===== config.mk =====
export PLATFORM = sky130hd
export DESIGN_NAME = reg_interface
export DESIGN_NICKNAME = d
export VERILOG_FILES = /design/src/source/xvr_pkg.sv /design/src/source/bus_sync_stage.sv /design/src/source/mem_access_stage.sv /design/src/source/tenth_ms_timer.sv /design/src/source/read_back_stage.sv /design/src/source/reg_interface.sv
export VERILOG_INCLUDE_DIRS = /design/src /design/src/source
export SDC_FILE = /design/constraint.sdc
export NUM_CORES = 1
export LEC_CHECK = 0
export BUFFER_PORTS_ARGS = -buffer_cell sky130_fd_sc_hd__buf_2
export CAP_MARGIN = 30
export CORE_UTILIZATION = 40
export DETAILED_ROUTE_END_ITERATION = 10
export PLACE_DENSITY = 0.56
export SLEW_MARGIN = 30
export SYNTH_ARGS = -nofsm -noshare
export SYNTH_HDL_FRONTEND = slang
export SYNTH_HIERARCHICAL = 1
export SYNTH_SLANG_ARGS = --single-unit

===== constraint.sdc =====
create_clock -name clk -period 2.5 [get_ports clk]
set_input_delay 0.375 -clock clk [delete_from_list [all_inputs] [get_ports clk]]
set_output_delay 0.375 -clock clk [all_outputs]
set_load 0.1 [all_outputs]

===== src/source/xvr_config.svh =====
// register port configuration
// clock rate, tenth-millisecond divisor and synchroniser depth
`ifndef XVR_CONFIG_SVH
`define XVR_CONFIG_SVH

// pixel clock in Hz
`define XVR_PCLK_HZ         25000000

// fraction terminal count, one tick every DIV+1 clocks
`define XVR_TIMER_DIV       (`XVR_PCLK_HZ / 10000)

// fraction counter must hold XVR_TIMER_DIV
`define XVR_FRAC_W          12

// flops on each asynchronous host input
`define XVR_SYNC_STAGES     2

`endif


===== src/source/xvr_pkg.sv =====
// register port types
// bus, word and address vectors plus the register number map
package xvr_pkg;

    typedef logic [7:0]  byte_t;            // host bus byte
    typedef logic [15:0] word_t;            // register / memory word
    typedef logic [15:0] addr_t;            // VRAM or XR word address
    typedef logic [3:0]  nibble_mask_t;     // VRAM nibble write enables

    // host visible register numbers, 11 to 15 unused
    typedef enum logic [3:0] {
        REG_SYS_CTRL = 4'd0,                // wait status, write mask
        REG_TIMER    = 4'd1,                // 0.1 ms tick count
        REG_RD_XADDR = 4'd2,                // XR read address
        REG_WR_XADDR = 4'd3,                // XR write address
        REG_XDATA    = 4'd4,                // XR data port
        REG_RD_INCR  = 4'd5,                // VRAM read step
        REG_RD_ADDR  = 4'd6,                // VRAM read address
        REG_WR_INCR  = 4'd7,                // VRAM write step
        REG_WR_ADDR  = 4'd8,                // VRAM write address
        REG_DATA     = 4'd9,                // VRAM data port
        REG_DATA_2   = 4'd10                // VRAM data port alias
    } reg_num_t;

endpackage


===== src/source/bus_sync_stage.sv =====
// host bus synchroniser
// brings the asynchronous bus into clk and strobes once per chip select,
// with register number, byte select and data held until the next strobe
`timescale 1ns/1ps
`include "xvr_config.svh"

module bus_sync_stage (
    input  logic            clk,
    input  logic            reset_i,
    input  logic            cs_n_i,             // chip select, low active
    input  logic            rd_nwr_i,           // 1 read, 0 write
    input  logic            bytesel_i,          // 0 even, 1 odd
    input  logic [3:0]      reg_num_i,
    input  xvr_pkg::byte_t  data_i,
    output logic            write_strobe_o,
    output logic            read_strobe_o,
    output logic            bytesel_o,
    output xvr_pkg::reg_num_t reg_num_o,
    output xvr_pkg::byte_t  data_o
);
    import xvr_pkg::*;

    localparam int N = `XVR_SYNC_STAGES;

    logic [N-1:0] cs_n_sync;                    // shifts toward msb
    logic [N-1:0] rd_nwr_sync;
    logic [N-1:0] bytesel_sync;
    logic [3:0]   reg_num_sync [N];
    byte_t        data_sync [N];
    logic         cs_n_last;                    // previous synced cs_n
    logic         cs_fall;

    assign cs_fall = cs_n_last & ~cs_n_sync[N-1];

    // cs path holds idle high through reset
    always_ff @(posedge clk) begin
        if (reset_i) begin
            cs_n_sync <= '1;
            cs_n_last <= 1'b1;
        end else begin
            cs_n_sync <= {cs_n_sync[N-2:0], cs_n_i};
            cs_n_last <= cs_n_sync[N-1];
        end
    end

    always_ff @(posedge clk) begin
        rd_nwr_sync     <= {rd_nwr_sync[N-2:0], rd_nwr_i};
        bytesel_sync    <= {bytesel_sync[N-2:0], bytesel_i};
        reg_num_sync[0] <= reg_num_i;
        data_sync[0]    <= data_i;
        for (int i = 1; i < N; i++) begin
            reg_num_sync[i] <= reg_num_sync[i-1];
            data_sync[i]    <= data_sync[i-1];
        end
    end

    always_ff @(posedge clk) begin
        if (reset_i) begin
            write_strobe_o <= 1'b0;
            read_strobe_o  <= 1'b0;
            bytesel_o      <= 1'b0;
            reg_num_o      <= REG_SYS_CTRL;
        end else begin
            write_strobe_o <= cs_fall & ~rd_nwr_sync[N-1];
            read_strobe_o  <= cs_fall & rd_nwr_sync[N-1];
            if (cs_fall) begin
                bytesel_o <= bytesel_sync[N-1];
                reg_num_o <= reg_num_t'(reg_num_sync[N-1]);
            end
        end
    end

    always_ff @(posedge clk) begin
        if (cs_fall) begin
            data_o <= data_sync[N-1];           // write byte payload
        end
    end

endmodule


===== src/source/mem_access_stage.sv =====
// register file and memory request logic
// holds the writable registers, issues VRAM and XR reads, writes and
// prefetches, and steps the addresses when the access is acknowledged
`timescale 1ns/1ps

module mem_access_stage (
    input  logic                    clk,
    input  logic                    reset_i,
    input  logic                    write_strobe_i,
    input  logic                    read_strobe_i,
    input  logic                    bytesel_i,
    input  xvr_pkg::reg_num_t       reg_num_i,
    input  xvr_pkg::byte_t          data_i,
    input  logic                    vram_ack_i,
    input  logic                    xr_ack_i,
    input  xvr_pkg::word_t          vram_data_i,
    input  xvr_pkg::word_t          xr_data_i,
    output logic                    vram_sel_o,
    output logic                    xr_sel_o,
    output logic                    wr_o,
    output xvr_pkg::nibble_mask_t   wrmask_o,
    output xvr_pkg::addr_t          addr_o,
    output xvr_pkg::word_t          data_o,
    output logic                    mem_wait_o,
    output xvr_pkg::addr_t          rd_xaddr_o,
    output xvr_pkg::addr_t          wr_xaddr_o,
    output xvr_pkg::addr_t          rd_addr_o,
    output xvr_pkg::addr_t          wr_addr_o,
    output xvr_pkg::word_t          xdata_o,
    output xvr_pkg::word_t          rd_incr_o,
    output xvr_pkg::word_t          wr_incr_o,
    output xvr_pkg::word_t          vram_data_o
);
    import xvr_pkg::*;

    logic  vram_rd;                             // VRAM read outstanding
    logic  xr_rd;                               // XR read outstanding
    byte_t data_even;                           // DATA high byte hold
    byte_t xdata_even;                          // XDATA high byte hold

    assign mem_wait_o = vram_sel_o | xr_sel_o;

    always_ff @(posedge clk) begin
        if (reset_i) begin
            vram_sel_o  <= 1'b0;
            xr_sel_o    <= 1'b0;
            wr_o        <= 1'b0;
            vram_rd     <= 1'b0;
            xr_rd       <= 1'b0;
            wrmask_o    <= 4'hF;
            addr_o      <= '0;
            data_o      <= '0;
            rd_xaddr_o  <= '0;
            wr_xaddr_o  <= '0;
            rd_addr_o   <= '0;
            wr_addr_o   <= '0;
            xdata_o     <= '0;
            rd_incr_o   <= '0;
            wr_incr_o   <= '0;
            vram_data_o <= '0;
            data_even   <= '0;
            xdata_even  <= '0;
        end else begin
            if (vram_ack_i) begin
                if (vram_rd) begin
                    vram_data_o <= vram_data_i;
                    rd_addr_o   <= rd_addr_o + rd_incr_o;
                end
                if (wr_o) begin
                    wr_addr_o <= wr_addr_o + wr_incr_o;
                end
                vram_sel_o <= 1'b0;
                wr_o       <= 1'b0;
                vram_rd    <= 1'b0;
            end

            if (xr_ack_i) begin
                if (xr_rd) begin
                    xdata_o    <= xr_data_i;
                    rd_xaddr_o <= rd_xaddr_o + 16'd1;
                end
                if (wr_o) begin
                    wr_xaddr_o <= wr_xaddr_o + 16'd1;
                end
                xr_sel_o <= 1'b0;
                wr_o     <= 1'b0;
                xr_rd    <= 1'b0;
            end

            // strobes come after the acks so a new request wins
            if (write_strobe_i) begin
                case (reg_num_i)
                    REG_SYS_CTRL: begin
                        if (bytesel_i) begin
                            wrmask_o <= data_i[3:0];
                        end
                    end
                    REG_RD_XADDR: begin
                        if (!bytesel_i) begin
                            rd_xaddr_o[15:8] <= data_i;
                        end else begin
                            rd_xaddr_o[7:0] <= data_i;
                            xr_sel_o        <= 1'b1;
                            xr_rd           <= 1'b1;
                            addr_o          <= {rd_xaddr_o[15:8], data_i};  // new address
                        end
                    end
                    REG_WR_XADDR: begin
                        if (!bytesel_i) begin
                            wr_xaddr_o[15:8] <= data_i;
                        end else begin
                            wr_xaddr_o[7:0] <= data_i;
                        end
                    end
                    REG_XDATA: begin
                        if (!bytesel_i) begin
                            xdata_even <= data_i;
                        end else begin
                            xr_sel_o <= 1'b1;
                            wr_o     <= 1'b1;
                            addr_o   <= wr_xaddr_o;
                            data_o   <= {xdata_even, data_i};
                        end
                    end
                    REG_RD_INCR: begin
                        if (!bytesel_i) begin
                            rd_incr_o[15:8] <= data_i;
                        end else begin
                            rd_incr_o[7:0] <= data_i;
                        end
                    end
                    REG_RD_ADDR: begin
                        if (!bytesel_i) begin
                            rd_addr_o[15:8] <= data_i;
                        end else begin
                            rd_addr_o[7:0] <= data_i;
                            vram_sel_o     <= 1'b1;
                            vram_rd        <= 1'b1;
                            addr_o         <= {rd_addr_o[15:8], data_i};
                        end
                    end
                    REG_WR_INCR: begin
                        if (!bytesel_i) begin
                            wr_incr_o[15:8] <= data_i;
                        end else begin
                            wr_incr_o[7:0] <= data_i;
                        end
                    end
                    REG_WR_ADDR: begin
                        if (!bytesel_i) begin
                            wr_addr_o[15:8] <= data_i;
                        end else begin
                            wr_addr_o[7:0] <= data_i;
                        end
                    end
                    REG_DATA, REG_DATA_2: begin
                        if (!bytesel_i) begin
                            data_even <= data_i;
                        end else begin
                            vram_sel_o <= 1'b1;
                            wr_o       <= 1'b1;
                            addr_o     <= wr_addr_o;
                            data_o     <= {data_even, data_i};
                        end
                    end
                    default: begin                  // timer and unused numbers
                    end
                endcase
            end

            // odd byte read of a data port fetches the next word
            if (read_strobe_i && bytesel_i) begin
                if (reg_num_i == REG_XDATA) begin
                    xr_sel_o <= 1'b1;
                    xr_rd    <= 1'b1;
                    addr_o   <= rd_xaddr_o;
                end
                if (reg_num_i == REG_DATA || reg_num_i == REG_DATA_2) begin
                    vram_sel_o <= 1'b1;
                    vram_rd    <= 1'b1;
                    addr_o     <= rd_addr_o;
                end
            end
        end
    end

endmodule


===== src/source/tenth_ms_timer.sv =====
// tenth-millisecond timer
// free-running tick counter, one tick every XVR_TIMER_DIV+1 clocks
`timescale 1ns/1ps
`include "xvr_config.svh"

module tenth_ms_timer (
    input  logic            clk,
    input  logic            reset_i,
    output xvr_pkg::word_t  timer_o
);
    import xvr_pkg::*;

    logic [`XVR_FRAC_W-1:0] frac;               // clocks within the tick

    always_ff @(posedge clk) begin
        if (reset_i) begin
            frac    <= '0;
            timer_o <= '0;
        end else if (frac == `XVR_FRAC_W'(`XVR_TIMER_DIV)) begin
            frac    <= '0;
            timer_o <= timer_o + 16'd1;
        end else begin
            frac <= frac + 1'b1;
        end
    end

endmodule


===== src/source/read_back_stage.sv =====
// register read-back
// picks the word for the latched register number and drives the
// selected byte, with the timer low byte frozen on each even read
`timescale 1ns/1ps

module read_back_stage (
    input  logic                    clk,
    input  logic                    reset_i,
    input  logic                    read_strobe_i,
    input  logic                    bytesel_i,
    input  xvr_pkg::reg_num_t       reg_num_i,
    input  logic                    mem_wait_i,
    input  xvr_pkg::nibble_mask_t   wrmask_i,
    input  xvr_pkg::word_t          timer_i,
    input  xvr_pkg::addr_t          rd_xaddr_i,
    input  xvr_pkg::addr_t          wr_xaddr_i,
    input  xvr_pkg::addr_t          rd_addr_i,
    input  xvr_pkg::addr_t          wr_addr_i,
    input  xvr_pkg::word_t          xdata_i,
    input  xvr_pkg::word_t          rd_incr_i,
    input  xvr_pkg::word_t          wr_incr_i,
    input  xvr_pkg::word_t          vram_data_i,
    output xvr_pkg::byte_t          bus_data_o
);
    import xvr_pkg::*;

    byte_t timer_lo;                            // low byte at last even read
    word_t rd_word;

    always_ff @(posedge clk) begin
        if (reset_i) begin
            timer_lo <= '0;
        end else if (read_strobe_i && !bytesel_i) begin
            timer_lo <= timer_i[7:0];
        end
    end

    always_comb begin
        case (reg_num_i)
            REG_SYS_CTRL:         rd_word = {mem_wait_i, 11'b0, wrmask_i};
            REG_TIMER:            rd_word = {timer_i[15:8], timer_lo};
            REG_RD_XADDR:         rd_word = rd_xaddr_i;
            REG_WR_XADDR:         rd_word = wr_xaddr_i;
            REG_XDATA:            rd_word = xdata_i;
            REG_RD_INCR:          rd_word = rd_incr_i;
            REG_RD_ADDR:          rd_word = rd_addr_i;
            REG_WR_INCR:          rd_word = wr_incr_i;
            REG_WR_ADDR:          rd_word = wr_addr_i;
            REG_DATA, REG_DATA_2: rd_word = vram_data_i;
            default:              rd_word = '0;     // unused numbers
        endcase
    end

    assign bus_data_o = bytesel_i ? rd_word[7:0] : rd_word[15:8];

endmodule


===== src/source/reg_interface.sv =====
// video controller host register port
// bus synchroniser, register and memory access, timer and read-back
`timescale 1ns/1ps

module reg_interface (
    input  logic                    clk,
    input  logic                    reset_i,
    input  logic                    bus_cs_n_i,
    input  logic                    bus_rd_nwr_i,
    input  logic                    bus_bytesel_i,
    input  logic [3:0]              bus_reg_num_i,
    input  xvr_pkg::byte_t          bus_data_i,
    output xvr_pkg::byte_t          bus_data_o,
    input  logic                    vram_ack_i,
    input  logic                    xr_ack_i,
    output logic                    vram_sel_o,
    output logic                    xr_sel_o,
    output logic                    wr_o,
    output xvr_pkg::nibble_mask_t   wrmask_o,
    output xvr_pkg::addr_t          addr_o,
    output xvr_pkg::word_t          data_o,
    input  xvr_pkg::word_t          vram_data_i,
    input  xvr_pkg::word_t          xr_data_i
);
    import xvr_pkg::*;

    logic     write_strobe;
    logic     read_strobe;
    logic     bytesel;
    reg_num_t reg_num;
    byte_t    bus_byte;                         // synced write byte
    logic     mem_wait;
    addr_t    rd_xaddr;
    addr_t    wr_xaddr;
    addr_t    rd_addr;
    addr_t    wr_addr;
    word_t    xdata;
    word_t    rd_incr;
    word_t    wr_incr;
    word_t    vram_data;
    word_t    timer;

    bus_sync_stage u_sync (
        .clk            (clk),
        .reset_i        (reset_i),
        .cs_n_i         (bus_cs_n_i),
        .rd_nwr_i       (bus_rd_nwr_i),
        .bytesel_i      (bus_bytesel_i),
        .reg_num_i      (bus_reg_num_i),
        .data_i         (bus_data_i),
        .write_strobe_o (write_strobe),
        .read_strobe_o  (read_strobe),
        .bytesel_o      (bytesel),
        .reg_num_o      (reg_num),
        .data_o         (bus_byte)
    );

    mem_access_stage u_mem (
        .clk            (clk),
        .reset_i        (reset_i),
        .write_strobe_i (write_strobe),
        .read_strobe_i  (read_strobe),
        .bytesel_i      (bytesel),
        .reg_num_i      (reg_num),
        .data_i         (bus_byte),
        .vram_ack_i     (vram_ack_i),
        .xr_ack_i       (xr_ack_i),
        .vram_data_i    (vram_data_i),
        .xr_data_i      (xr_data_i),
        .vram_sel_o     (vram_sel_o),
        .xr_sel_o       (xr_sel_o),
        .wr_o           (wr_o),
        .wrmask_o       (wrmask_o),
        .addr_o         (addr_o),
        .data_o         (data_o),
        .mem_wait_o     (mem_wait),
        .rd_xaddr_o     (rd_xaddr),
        .wr_xaddr_o     (wr_xaddr),
        .rd_addr_o      (rd_addr),
        .wr_addr_o      (wr_addr),
        .xdata_o        (xdata),
        .rd_incr_o      (rd_incr),
        .wr_incr_o      (wr_incr),
        .vram_data_o    (vram_data)
    );

    tenth_ms_timer u_timer (
        .clk     (clk),
        .reset_i (reset_i),
        .timer_o (timer)
    );

    read_back_stage u_rdback (
        .clk           (clk),
        .reset_i       (reset_i),
        .read_strobe_i (read_strobe),
        .bytesel_i     (bytesel),
        .reg_num_i     (reg_num),
        .mem_wait_i    (mem_wait),
        .wrmask_i      (wrmask_o),
        .timer_i       (timer),
        .rd_xaddr_i    (rd_xaddr),
        .wr_xaddr_i    (wr_xaddr),
        .rd_addr_i     (rd_addr),
        .wr_addr_i     (wr_addr),
        .xdata_i       (xdata),
        .rd_incr_i     (rd_incr),
        .wr_incr_i     (wr_incr),
        .vram_data_i   (vram_data),
        .bus_data_o    (bus_data_o)
    );

endmodule


# Word-level counts from Yosys, hierarchy flattened
# Memory sizes are Yosys's and may differ from the RTL's. A register that Yosys moved wholly into a read port is not among the register bits.
# Cells that the tools add are included.
[op_classes] mux=67 addsub=6 reduce_logical=21 n_bitwise=7 eq_ne=13
[ops] op="$mux W16" n=26
[ops] op="$pmux W16 S10" n=1
[ops] op="$mux W8" n=9
[ops] op="$pmux W16 S4" n=1
[ops] op="$add A16 B1 Y16 const B" n=3
[ops] op="$add A16 B16 Y16" n=2
[ops] op="$pmux W16 S2" n=1
[ops] op="$mux W1" n=29
[ops] op="$reduce_and A3 Y1" n=7
[ops] op="$eq A4 B3 Y1 const B" n=4
[ops] op="$add A12 B1 Y12 const B" n=1
[ops] op="$eq A12 B12 Y1 const B" n=1
[ops] op="$eq A4 B4 Y1 const B" n=3
[ops] op="$eq A4 B2 Y1 const B" n=2
[ops] op="$reduce_or A2 Y1" n=3
[ops] op="$reduce_or A3 Y1" n=2
[ops] op="$eq A4 B1 Y1 const B" n=1
[ops] op="$logic_not A4 Y1" n=1
[ops] op="$ne A2 B2 Y1 const B" n=2
[ops] op="$reduce_and A2 Y1" n=2
[ops] op="$reduce_and A4 Y1" n=1
[ops] op="$and A1 B1 Y1" n=3
[ops] op="$not A1 Y1" n=3
[ops] op="$logic_and A1 B1 Y1" n=2
[ops] op="other kinds (4)" n=4
[word_totals] out_inout_bits=47 in_bits=51 wordCells=146 mem_bits_rw=24 n_memories=2 regBits=231
[mem_list] memory="u_sync.data_sync" depth=2 width=8 rd=2 rd_clocked_by_memory_dff=1 write_ports=2 line_no="bus_sync_stage.sv:29" rtl="byte_t data_sync [N];"
[mem_list] memory="u_sync.reg_num_sync" depth=2 width=4 rd=2 rd_clocked_by_memory_dff=1 write_ports=2 line_no="bus_sync_stage.sv:28" rtl="logic [3:0] reg_num_sync [N];"

# Logic depth before layout (Yosys ltp)
# Gate-level depths: netlist of the first run.
[depth] depth_word=7 depth_mapped=10 depth_no_buf=8

# Modules after synthesis
# The synthesis of the first run kept the hierarchy.
[modules_own_cells] module="mem_access_stage" area_each_um2=9703.1 cells_per_inst=1182 instances=1 seq_area_each_um2=3703.6
[modules_own_cells] module="read_back_stage" area_each_um2=1742.9 cells_per_inst=232 instances=1 seq_area_each_um2=160.2
[modules_own_cells] module="tenth_ms_timer" area_each_um2=1367.6 cells_per_inst=156 instances=1 seq_area_each_um2=560.5
[modules_own_cells] module="bus_sync_stage" area_each_um2=1188.6 cells_per_inst=68 instances=1 seq_area_each_um2=1001.0

# Least setup slack after synthesis of the first run
# No wires, ideal clock.
[synth_path] path_type="register to output" from="reg u_mem.wrmask_o[0]" to="out bus_data_o[0]" n_path_buf=0 stages_incl_launch_ff=5 path_slack_ns=-0.856 required_time_ns=2.125 t_arrival_ns=2.981 path_cell_list="dfxtp_1 a22oi_1 o22a_1 o211a_1 a21oi_1"
[synth_via] elab_chain_len=2
[synth_lines] element="start: declaration" line_no="mem_access_stage.sv:21" rtl="output xvr_pkg::nibble_mask_t wrmask_o,"
[synth_lines] element="start signal: assignment" line_no="mem_access_stage.sv:95" rtl="wrmask_o <= data_i[3:0];"
[synth_lines] element="$pmux W16 S10" line_no="read_back_stage.sv:39" rtl="case (reg_num_i)"
[synth_lines] element="$mux W8" line_no="read_back_stage.sv:54" rtl="assign bus_data_o = bytesel_i ? rd_word[7:0] : rd_word[15:8];"
[synth_lines] element="end: declaration" line_no="reg_interface.sv:13" rtl="output xvr_pkg::byte_t bus_data_o,"
# Every way passes these cells.

# Worst setup path in the final report of the first run
[layout_path] from="reg u_sync.reg_num_o[2] (read register of u_sync.reg_num_sync)" to="out bus_data_o[0]"
[layout_via] elab_chain_len=4 elab_cells_between_ends=14 classes_between="eq/ne: 10; mux: 2; reduce/logical: 2"
[layout_lines] element="start: declaration" line_no="bus_sync_stage.sv:18" rtl="output xvr_pkg::reg_num_t reg_num_o,"
[layout_lines] element="$eq A4 B4 Y1" line_no="read_back_stage.sv:39"
[layout_lines] element="$reduce_or A2 Y1" line_no="read_back_stage.sv:39"
[layout_lines] element="$pmux W16 S10 *" line_no="read_back_stage.sv:39"
[layout_lines] element="$mux W8 *" line_no="read_back_stage.sv:54"
# Mark *: on every way between the ends. The rest lies on a longest branch, timed or not.

==> flow_summary.ini, run 1 <==
[synth]
yosys_warnings = 6
yosysTopAreaCell = dfxtp_1
synth_flop_cell = dfxtp_1
yosys-top-cells-count = dfxtp_1, nand2_1, nor2_1
syn_avg_cell_area_um2 = 8.55
syn_inst = 1638
synthArstFlopShare_pct = 0
synth_edf_count = 8
synth.distinct_cells = 103
synth_most_common_cell = dfxtp_1
synth_fp_nets = 1726
syn-cell-area_mm2 = 0.0140
synth_top_cell_area_share_pct = 37.0
ys_ff_latch = 267
synth.area.top_cells = dfxtp_1, nand2_1, mux2i_1
synth_seq_area_share_pct = 38.7

[timing]
period_minus_slack_ns = 2.94
final_hold_viol_count = 0
relSlewSlack_pct = 44.8
fin_crit_sh_pct = 118
rsz0062_at_grt = yes
setup_viol = 8
clock_skew_ns = 0.0135
fmax_ghz = 0.340
finalWorstSetupSlack_ns = -0.441
tightestPinTransition_ns = 0.828
final_max_slew_viol_count = 0
worst_hold_slack_ns = 0.0330

[worst_hold_path]
min_from = xr_data_i[15]
min_path_type = in -> reg

[route]
avgViaCountPerCell = 5.86
dr.first_iter.drc_count = 1567
vias = 13700
ant_nets = 0
routedWlPerCell_um = 23.0
finalWirelength_um = 53500
drc = 0
dr.pass1.iters = 7

[run_status]
status = finished with violations
violations = setup timing

[grt]
grt_pass1_vias = 12600
antenna_found_initial = 1
grt_overflow = 0
grtUsageTotal_pct = 29.5
grt_max_degree = 74
grt_first_pass_wirelength_um = 79900

[placement]
globalplace.congestion = 0.994
dp_hpwl_um = 39700
io_buffers = 97
place_area_mm2 = 0.0160

[pwr]
leakagePower_uw = 0.00678
p_seq_share_pct = 45.1
combinationalPowerShare_pct = 5.1
p_switching_uw = 2230
clockPowerShare_pct = 49.8
power.internal_uw = 7420
ir_drop_v = 0.000573
swShare_pct = 23.1
power.density_mw_per_mm2 = 541

[critical_path]
startpoint = u_sync/reg_num_o[2]
cp.arrival_ns = 2.57
cp_max_fo = 15
cp-start-kind = flop
worst_ep_required_time_ns = 2.12
reg2reg_from = u_mem/rd_addr_o[3]
crit_type = reg -> out
crit_path_end_kind = output pin

[floorplanning]
io-pin-count = 98
fp-row-count = 68
die-area_mm2 = 0.0358
initial_utilization_pct = 40.6
die_h_um = 189
core_mm2 = 0.0345
fp.dieW_um = 189

[cells_and_area]
fin_area_mm2 = 0.0178
num_antenna_cells = 0
layout-drive-gt1-share_pct = 24.1
finalNetCount = 1938
syn_to_final_growth_pct = 27.5
n_fill_cell = 3327

[clock_tree]
cts_made_buffers = 31
cts_max_level = 1
cts-root-buf = clkbuf_16
clkTransAtPathRegs_ns = 0.06
cts_tree = done
clock_path_buffers = 3
clk_latency_ns = 0.58
cts.sinks = 267

[job]
max-cap-violations = 0
-- what timing repair did --
action / CTS / global route
pin swaps: 8 / 18
setup buffers: 10 / 8
hold buffers: 15 / 0
setup endpoints to repair: 11 / 16
hold endpoints to repair: 15 / 0
gates cloned: 1 / 1
resized for setup: 64 / 36
-- routing by layer --
layer | track usage (%) | part of all wire [%]
met3 | 4.99 | 7.6
met5 | 0 | 0
met4 | 10.7 | 4.1
met2 | 45.2 | 43
met1 | 41.4 | 45
-- cell type report --
| type | instances | area (um^2) | area share, % |
|---|---|---|---|
| clock buffer | 42 | 887 | 4.97 |
| sequential | 267 | 5440 | 30.5 |
| multi-input combinational | 1237 | 8390 | 47.0 |
| clock inverter | 16 | 200 | 1.12 |
| tap | 455 | 569 | 3.19 |
| timing repair buffer | 295 | 2290 | 12.8 |
| inverter | 18 | 67.6 | 0.379 |
-- kinds of logic after synthesis --
logic type / Yosys count / share of synthesized area, %
xor gates and xnor gates: 57 / 3.57
adders and majority gates: 37 / 3.41
DFF: 267 / 38.7
buffers and inverters: 134 / 4.52
AOI/OAI and AO/OA: 439 / 21.6
muxes: 85 / 6.28
and+or+nand+nor: 619 / 21.8
-- critical path, cell delays in order, from the launching register on --
cell      delay, ns
dfxtp_4        0.41
buf_12         0.16
or3b_1         0.38
o21ai_0        0.39
a211oi_1       0.10
o211a_1        0.18
a21oi_4        0.18
buf_12         0.20
-- placed cells by master (no fill, tap or decap), types with 19 or more instances in the layout --
cell type  instances
a211oi_1          45
a21oi_1          125
a222oi_1          19
a22oi_1           24
and3_1            21
buf_2             89
buf_4            161
clkbuf_16         32
dfxtp_1          253
ha_1              35
mux2i_1           70
nand2_1          213
nand3_1           59
nand4_1           20
nor2_1           152
nor3_1            23
o21ai_0           47
xnor2_1           32
xor2_1            25
-- path summary, 6_finish.rpt --
check                           depth (start not counted)  slack (ns)                     end
worst min register to register                          0        0.32  u_sync/bytesel_sync[1]
worst max-delay path                                    7       -0.44           bus_data_o[0]
worst max register to register                          7        0.07     u_mem/rd_addr_o[12]
worst min-delay path                                    3        0.03       u_mem/xdata_o[15]
-- power by group through the flow --
stage          combinational (uW)  sequential, uW  clock (uW)
2_1_floorplan                 246            4420           0
3_3_place_gp                  427            4450           0
3_5_place_dp                  427            4450           0
4_1_cts                       475            4350        4900
5_1_grt                       524            4350        5070
6_report                      496            4350        4800
-- stage by stage --
step | worst slack (ns) | setup TNS, ns | instances | total power (uW) | util, %
after global routing | -0.457 | -3.02 | 2330 | 9950 | 51.8
after CTS | -0.371 | -2.65 | 2322 | 9720 | 51.1
after global placement | -0.0930 | -0.189 | 2240 | 4870 | 46.5
final | -0.441 | -2.53 | 2330 | 9650 | 51.8
after detailed placement | -0.0605 | -0.154 | 2240 | 4870 | 46.5
after floorplan | 0.0356 | 0 | 1638 | 4670 | -
Power figures use the tool's default switching activity.
==> run 2: changes to the inputs <==
--- a/config.mk
+++ b/config.mk
@@ -8,6 +8,7 @@
 export LEC_CHECK = 0
 export BUFFER_PORTS_ARGS = -buffer_cell sky130_fd_sc_hd__buf_2
 export CAP_MARGIN = 30
+export CORE_MARGIN = 2
 export CORE_UTILIZATION = 40
 export DETAILED_ROUTE_END_ITERATION = 10
 export PLACE_DENSITY = 0.56
==> run 2 against run 1 <==
- highest routed layer unchanged
- worst setup slack gained 0.15 ns
- worst hold slack gained 0.00083 ns
- cell area grew 0.88%
- clock-buffer cell count fell by 7
- critical path depth is 1 lower
- first-iteration DRC count fell by 10%
- flip-flop and latch count did not move
- clock skew decreased by 0.0036 ns
- sequential share of layout area down 0.27 points
- maximum frequency is 5.3% higher
- the run still ends with setup timing left
- critical endpoint is now bus_data_o[7]
==> flow_summary.ini, run 2 (synthesis results as in run 1) <==
[run_status]
status = finished with violations
violations = setup timing

[grt]
grt_overflow = 0
grt_first_pass_wirelength_um = 80800
grt_pass1_vias = 12800
grtUsageTotal_pct = 29.5
grt_max_degree = 98
antenna_found_initial = 0

[pwr]
power.internal_uw = 7460
p_switching_uw = 2270
p_seq_share_pct = 44.8
clockPowerShare_pct = 49.9
leakagePower_uw = 0.00675
ir_drop_v = 0.000619
power.density_mw_per_mm2 = 541
power_uw = 9730
combinationalPowerShare_pct = 5.4
swShare_pct = 23.3

[timing]
final_max_slew_viol_count = 0
fin_crit_sh_pct = 112
fmax_ghz = 0.358
clock_skew_ns = 0.00990
setup_viol = 8
relSlewSlack_pct = 41.2
tightestPinTransition_ns = 0.881
period_minus_slack_ns = 2.79
final_hold_viol_count = 0
finalWorstSetupSlack_ns = -0.293
rsz0062_at_grt = yes

[critical_path]
crit_path_end_kind = output pin
cp.arrival_ns = 2.42
rrSetupSlack_ns = 0.13
cp_max_fo = 11
reg2reg_depth = 9
reg2reg_from = u_sync/reg_num_o[1]
crit_type = reg -> out
r2r-end = u_mem/addr_o[2]
worst_ep_required_time_ns = 2.12
cp-start-kind = flop

[floorplanning]
die_h_um = 191
fp.dieW_um = 191
fp-row-count = 68
die-area_mm2 = 0.0365
core_mm2 = 0.0345
io-pin-count = 98
initial_utilization_pct = 40.5

[cells_and_area]
layout-drive-gt1-share_pct = 24.7
final_cell_mix = dfxtp_1, nand2_1, nor2_1
layout_commonest_cell = dfxtp_1
fin_area_mm2 = 0.0180
finalNetCount = 1928
n_fill_cell = 3309
num_antenna_cells = 0
syn_to_final_growth_pct = 28.6

[worst_hold_path]
min_from = vram_data_i[6]
worstHoldPathCells = 3
min_path_type = in -> reg
worstHoldEndpoint = u_mem/vram_data_o[6]

[route]
avgViaCountPerCell = 5.87
drc = 0
routedWlPerCell_um = 23.4
dr.pass1.iters = 9
vias = 13600
ant_nets = 0
dr.first_iter.drc_count = 1405
finalWirelength_um = 54200

[clock_tree]
cts-root-buf = clkbuf_16
clkTransAtPathRegs_ns = 0.07
clock_path_buffers = 3
cts_made_buffers = 31
cts_max_level = 1
cts_tree = done
cts.sinks = 267
clk_latency_ns = 0.57

[placement]
io_buffers = 97
globalplace.congestion = 1.00
place_area_mm2 = 0.0159
dp_hpwl_um = 39500

[job]
max-cap-violations = 0
==> run 2: changes by cell type in the layout (fill, tap and decap cells not counted), moves of 3 or more <==
| cell | delta |
|---|---|
| buf_12 | +3 |
| nor2b_4 | +3 |
| buf_8 | +4 |
| nor2_1 | -4 |
| clkbuf_8 | -6 |
| buf_4 | -15 |
| nor2_4 | +3 |
| clkinvlp_4 | +3 |
| buf_6 | -3 |
==> run 2: repair_timing <==
action / 4_1_cts / 5_1_grt
pin swaps: 27 / 23
hold buffers: 15 / 0
gates resized for setup: 102 / 42
setup endpoints to repair: 9 / 22
setup buffers: 19 / 6
gates cloned: 4 / 0
hold endpoints to repair: 15 / 0
==> run 2: worst max path at each step <==
stage | startpoint | to | slack (ns) | cells after the start
floorplan | u_mem/wrmask_o[0] | bus_data_o[0] | 0.04 | 4
global placement | u_sync/reg_num_o[3] | bus_data_o[7] | -0.11 | 8
detailed placement | u_sync/reg_num_o[0] | bus_data_o[1] | -0.12 | 6
CTS | u_sync/reg_num_o[1] | bus_data_o[0] | -0.27 | 8
global route | u_sync/reg_num_o[0] | bus_data_o[2] | -0.37 | 8
finish | u_sync/reg_num_o[2] | bus_data_o[7] | -0.29 | 6
==> run 2: metrics by stage <==
stage / hold slack (ns) / std cells / worst slack [ns] / setup TNS [ns] / util, %
6_report: 0.0338 / 2318 / -0.293 / -2.12 / 52.1
5_1_grt: 0.0212 / 2318 / -0.369 / -2.62 / 52.1
3_5_place_dp: 0.312 / 2220 / -0.123 / -0.281 / 45.9
2_1_floorplan: 0.310 / 1638 / 0.0356 / 0 / -
3_3_place_gp: 0.311 / 2220 / -0.109 / -0.170 / 45.9
4_1_cts: 0.0166 / 2313 / -0.266 / -2.05 / 51.5
==> run 2: power by group through the flow <==
| stage | combinational, uW | clock, uW | sequential [uW] |
|---|---|---|---|
| global placement | 422 | 0 | 4450 |
| CTS | 501 | 4940 | 4350 |
| finish | 523 | 4850 | 4360 |
| detailed placement | 422 | 0 | 4450 |
| floorplan | 246 | 0 | 4420 |
| global route | 550 | 5130 | 4360 |
==> run 2: area by class of cell <==
cell class / count / area (um^2) / area share, %
sequential: 267 / 5440 / 30.2
multi-input combinational: 1238 / 8540 / 47.4
tap: 455 / 569 / 3.16
clock inverter: 21 / 292 / 1.62
inverter: 18 / 67.6 / 0.375
clock buffer: 35 / 801 / 4.45
timing repair buffer: 284 / 2290 / 12.7
==> run 2: worst max-delay path, stage by stage, from the launching register on <==
cell and delay, ns:
dfxtp_4 0.42, buf_12 0.16, mux2_4 0.34, a32o_1 0.24, a221oi_2 0.37, a21oi_4 0.11
buf_12 0.18
==> run 2: per-layer routing <==
metal | wire [um] | share of wire [%] | up-vias | global-route usage (%)
met2 | 23500 | 43 | 591 | 45.2
li1 | - | - | 6451 | -
met3 | 4480 | 8.3 | 113 | 5.23
met1 | 23600 | 44 | 6444 | 40.7
met4 | 2580 | 4.8 | 0 | 12.5
met5 | 0 | 0 | - | 0
==> run 3: changes to the inputs <==
--- a/config.mk
+++ b/config.mk
@@ -8,12 +8,11 @@
 export LEC_CHECK = 0
 export BUFFER_PORTS_ARGS = -buffer_cell sky130_fd_sc_hd__buf_2
 export CAP_MARGIN = 30
-export CORE_MARGIN = 2
-export CORE_UTILIZATION = 40
+export CORE_MARGIN = 3
+export CORE_UTILIZATION = 50
 export DETAILED_ROUTE_END_ITERATION = 10
-export PLACE_DENSITY = 0.56
+export PLACE_DENSITY = 0.68
 export SLEW_MARGIN = 30
 export SYNTH_ARGS = -nofsm -noshare
 export SYNTH_HDL_FRONTEND = slang
-export SYNTH_HIERARCHICAL = 1
 export SYNTH_SLANG_ARGS = --single-unit
==> run 3 against run 2 <==
- the run still ends with setup timing left
- combinational power down 4.2%
- cell area is 7.1% lower
- sequential share of layout area is 2.3 points higher
- synthesized cell count decreased by 3.5%
- register-to-register slack got worse by 0.03 ns
- global-route usage rose by 3.2 points
==> flow_summary.ini, run 3 <==
[run_status]
status = finished with violations
violations = setup timing

[floorplanning]
fp.dieW_um = 168
io-pin-count = 98
die-area_mm2 = 0.0283
core_mm2 = 0.0255
fp-row-count = 58
die_h_um = 168
initial_utilization_pct = 51.6

[synth]
synth.distinct_cells = 71
syn-cell-area_mm2 = 0.0131
synth_edf_count = 8
synthArstFlopShare_pct = 0
synth_top_family_by_area = simple AND/OR/NAND/NOR gates
yosysTopAreaCell = dfxtp_1
syn_avg_cell_area_um2 = 8.31
synth_mux_area_share_pct = 6.04
synth_flop_cell = dfxtp_1
synth.area.top_cells = dfxtp_1, nand2_1, nor2_1
synth_top_cell_area_share_pct = 39.5
ys_ff_latch = 267
syn_inst = 1581
yosys-top-cells-count = nand2_1, dfxtp_1, nor2_1
synth_most_common_cell = nand2_1
synthSimpleGateAreaFrac_pct = 20.7
synth_fp_nets = 1669
yosys.area_share.xor_xnor_pct = 4.60
synth_seq_area_share_pct = 41.3
yosys_warnings = 0
yosys.area_share.adder_pct = 3.71
synth-compound-area-share_pct = 19.9

[cells_and_area]
num_antenna_cells = 0
syn_to_final_growth_pct = 27.2
final_cell_mix = nand2_1, dfxtp_1, nor2_1
fin_util_pct = 65.6
layout-drive-gt1-share_pct = 22.2
finalNetCount = 1876
layout_commonest_cell = nand2_1

[route]
ant_nets = 0
dr.pass1.iters = 5
routedWlPerCell_um = 22.3
avgViaCountPerCell = 6.08
dr.first_iter.drc_count = 1291
finalWirelength_um = 47600
vias = 13000
drc = 0

[critical_path]
crit_path_end_kind = output pin
crit_type = reg -> out
cp-start-kind = flop
cp_max_fo = 7
worst_ep_required_time_ns = 2.12
cp.arrival_ns = 2.83

[pwr]
power.density_mw_per_mm2 = 534
power_uw = 8930
ir_drop_v = 0.000677
leakagePower_uw = 0.00640

[timing]
final_hold_viol_count = 0
period_minus_slack_ns = 3.20
fmax_ghz = 0.312
clock_skew_ns = 0.0143
final_max_slew_viol_count = 0
tightestPinTransition_ns = 0.824
worst_hold_slack_ns = 0.0555
fin_setup_tns_ns = -3.74
fin_crit_sh_pct = 128
setup_viol = 8
rsz0062_at_grt = yes
finalWorstSetupSlack_ns = -0.703
relSlewSlack_pct = 44.8

[clock_tree]
cts_tree = done
clock_path_buffers = 3
cts.sinks = 267
cts_made_buffers = 28
cts-root-buf = clkbuf_16
clk_latency_ns = 0.55
clkTransAtPathRegs_ns = 0.06
cts_max_level = 1

[grt]
grtUsageTotal_pct = 32.7
grt_pass1_vias = 12300
grt_max_degree = 76
grt_first_pass_wirelength_um = 72300
grt_overflow = 0
antenna_found_initial = 2

[job]
max-cap-violations = 0

[placement]
io_buffers = 97
pre_cts_slack_ns = -0.155
dp_hpwl_um = 35200
globalplace.congestion = 1.02

[worst_hold_path]
min_path_type = in -> reg
run 3: worst max-delay path: stages, from the launching register on:
cell	delay (ns)
dfxtp_4	0.42
mux2_4	0.34
a222oi_1	0.63
buf_4	0.22
nand4_1	0.12
a221oi_2	0.18
buf_4	0.15
nor3_4	0.04
buf_12	0.17
run 3: through the flow:
stage | area [um^2] | instances
6_report | 16700 | 2136
5_1_grt | 16700 | 2136
4_1_cts | 16500 | 2124
3_5_place_dp | 15200 | 2057
3_3_place_gp | 15200 | 2057
2_1_floorplan | 13300 | 1581
run 3: timing repair:
action,4_1_cts,5_1_grt
buffers inserted,4,9
endpoints found under the hold margin,15,0
pin swaps,11,10
hold buffers,15,0
cloned,1,3
endpoints found under the setup margin,9,33
resized for setup,57,30
run 3: per-layer routing:
| layer | up-vias | part of all wire (%) | GRT usage (%) |
|---|---|---|---|
| li1 | 6080 | - | - |
| met1 | 6227 | 42 | 44.6 |
| met2 | 566 | 44 | 50.4 |
| met3 | 122 | 9.8 | 7.09 |
| met4 | 2 | 4.5 | 13.3 |
| met5 | - | 0.034 | 0 |
run 3: worst paths after layout:
| check | start | endpoint | slack [ns] | cells after the start |
|---|---|---|---|---|
| setup / recovery | u_sync.reg_num_o[2] | bus_data_o[6] | -0.70 | 8 |
| hold reg to reg | u_sync.data_sync[0][3] | u_sync.data_sync[1][3] | 0.33 | 0 |
| hold / removal | xr_data_i[15] | u_mem.xdata_o[15] | 0.06 | 3 |
| setup reg to reg | u_mem.wr_incr_o[0] | u_mem.wr_addr_o[12] | 0.10 | 10 |
run 3: cell families after synthesis:
group	after synthesis
compound gates	390
xor+xnor	69
fa+ha+maj	38
buf+inv	126
flops	267
mux	73
simple gates	618
run 3: layout make-up:
type / instances / area [um^2]
timing repair buffer: 287 / 2290
inverter: 16 / 60.1
multi-input combinational: 1188 / 7630
tap: 330 / 413
clock buffer: 34 / 764
fill: 2193 / 8750
sequential: 267 / 5440
clock inverter: 14 / 129
run 3: power breakdown:
group	switching [uW]	internal [uW]
Combinational	293	208
Sequential	34.7	4310
Clock	1780	2290
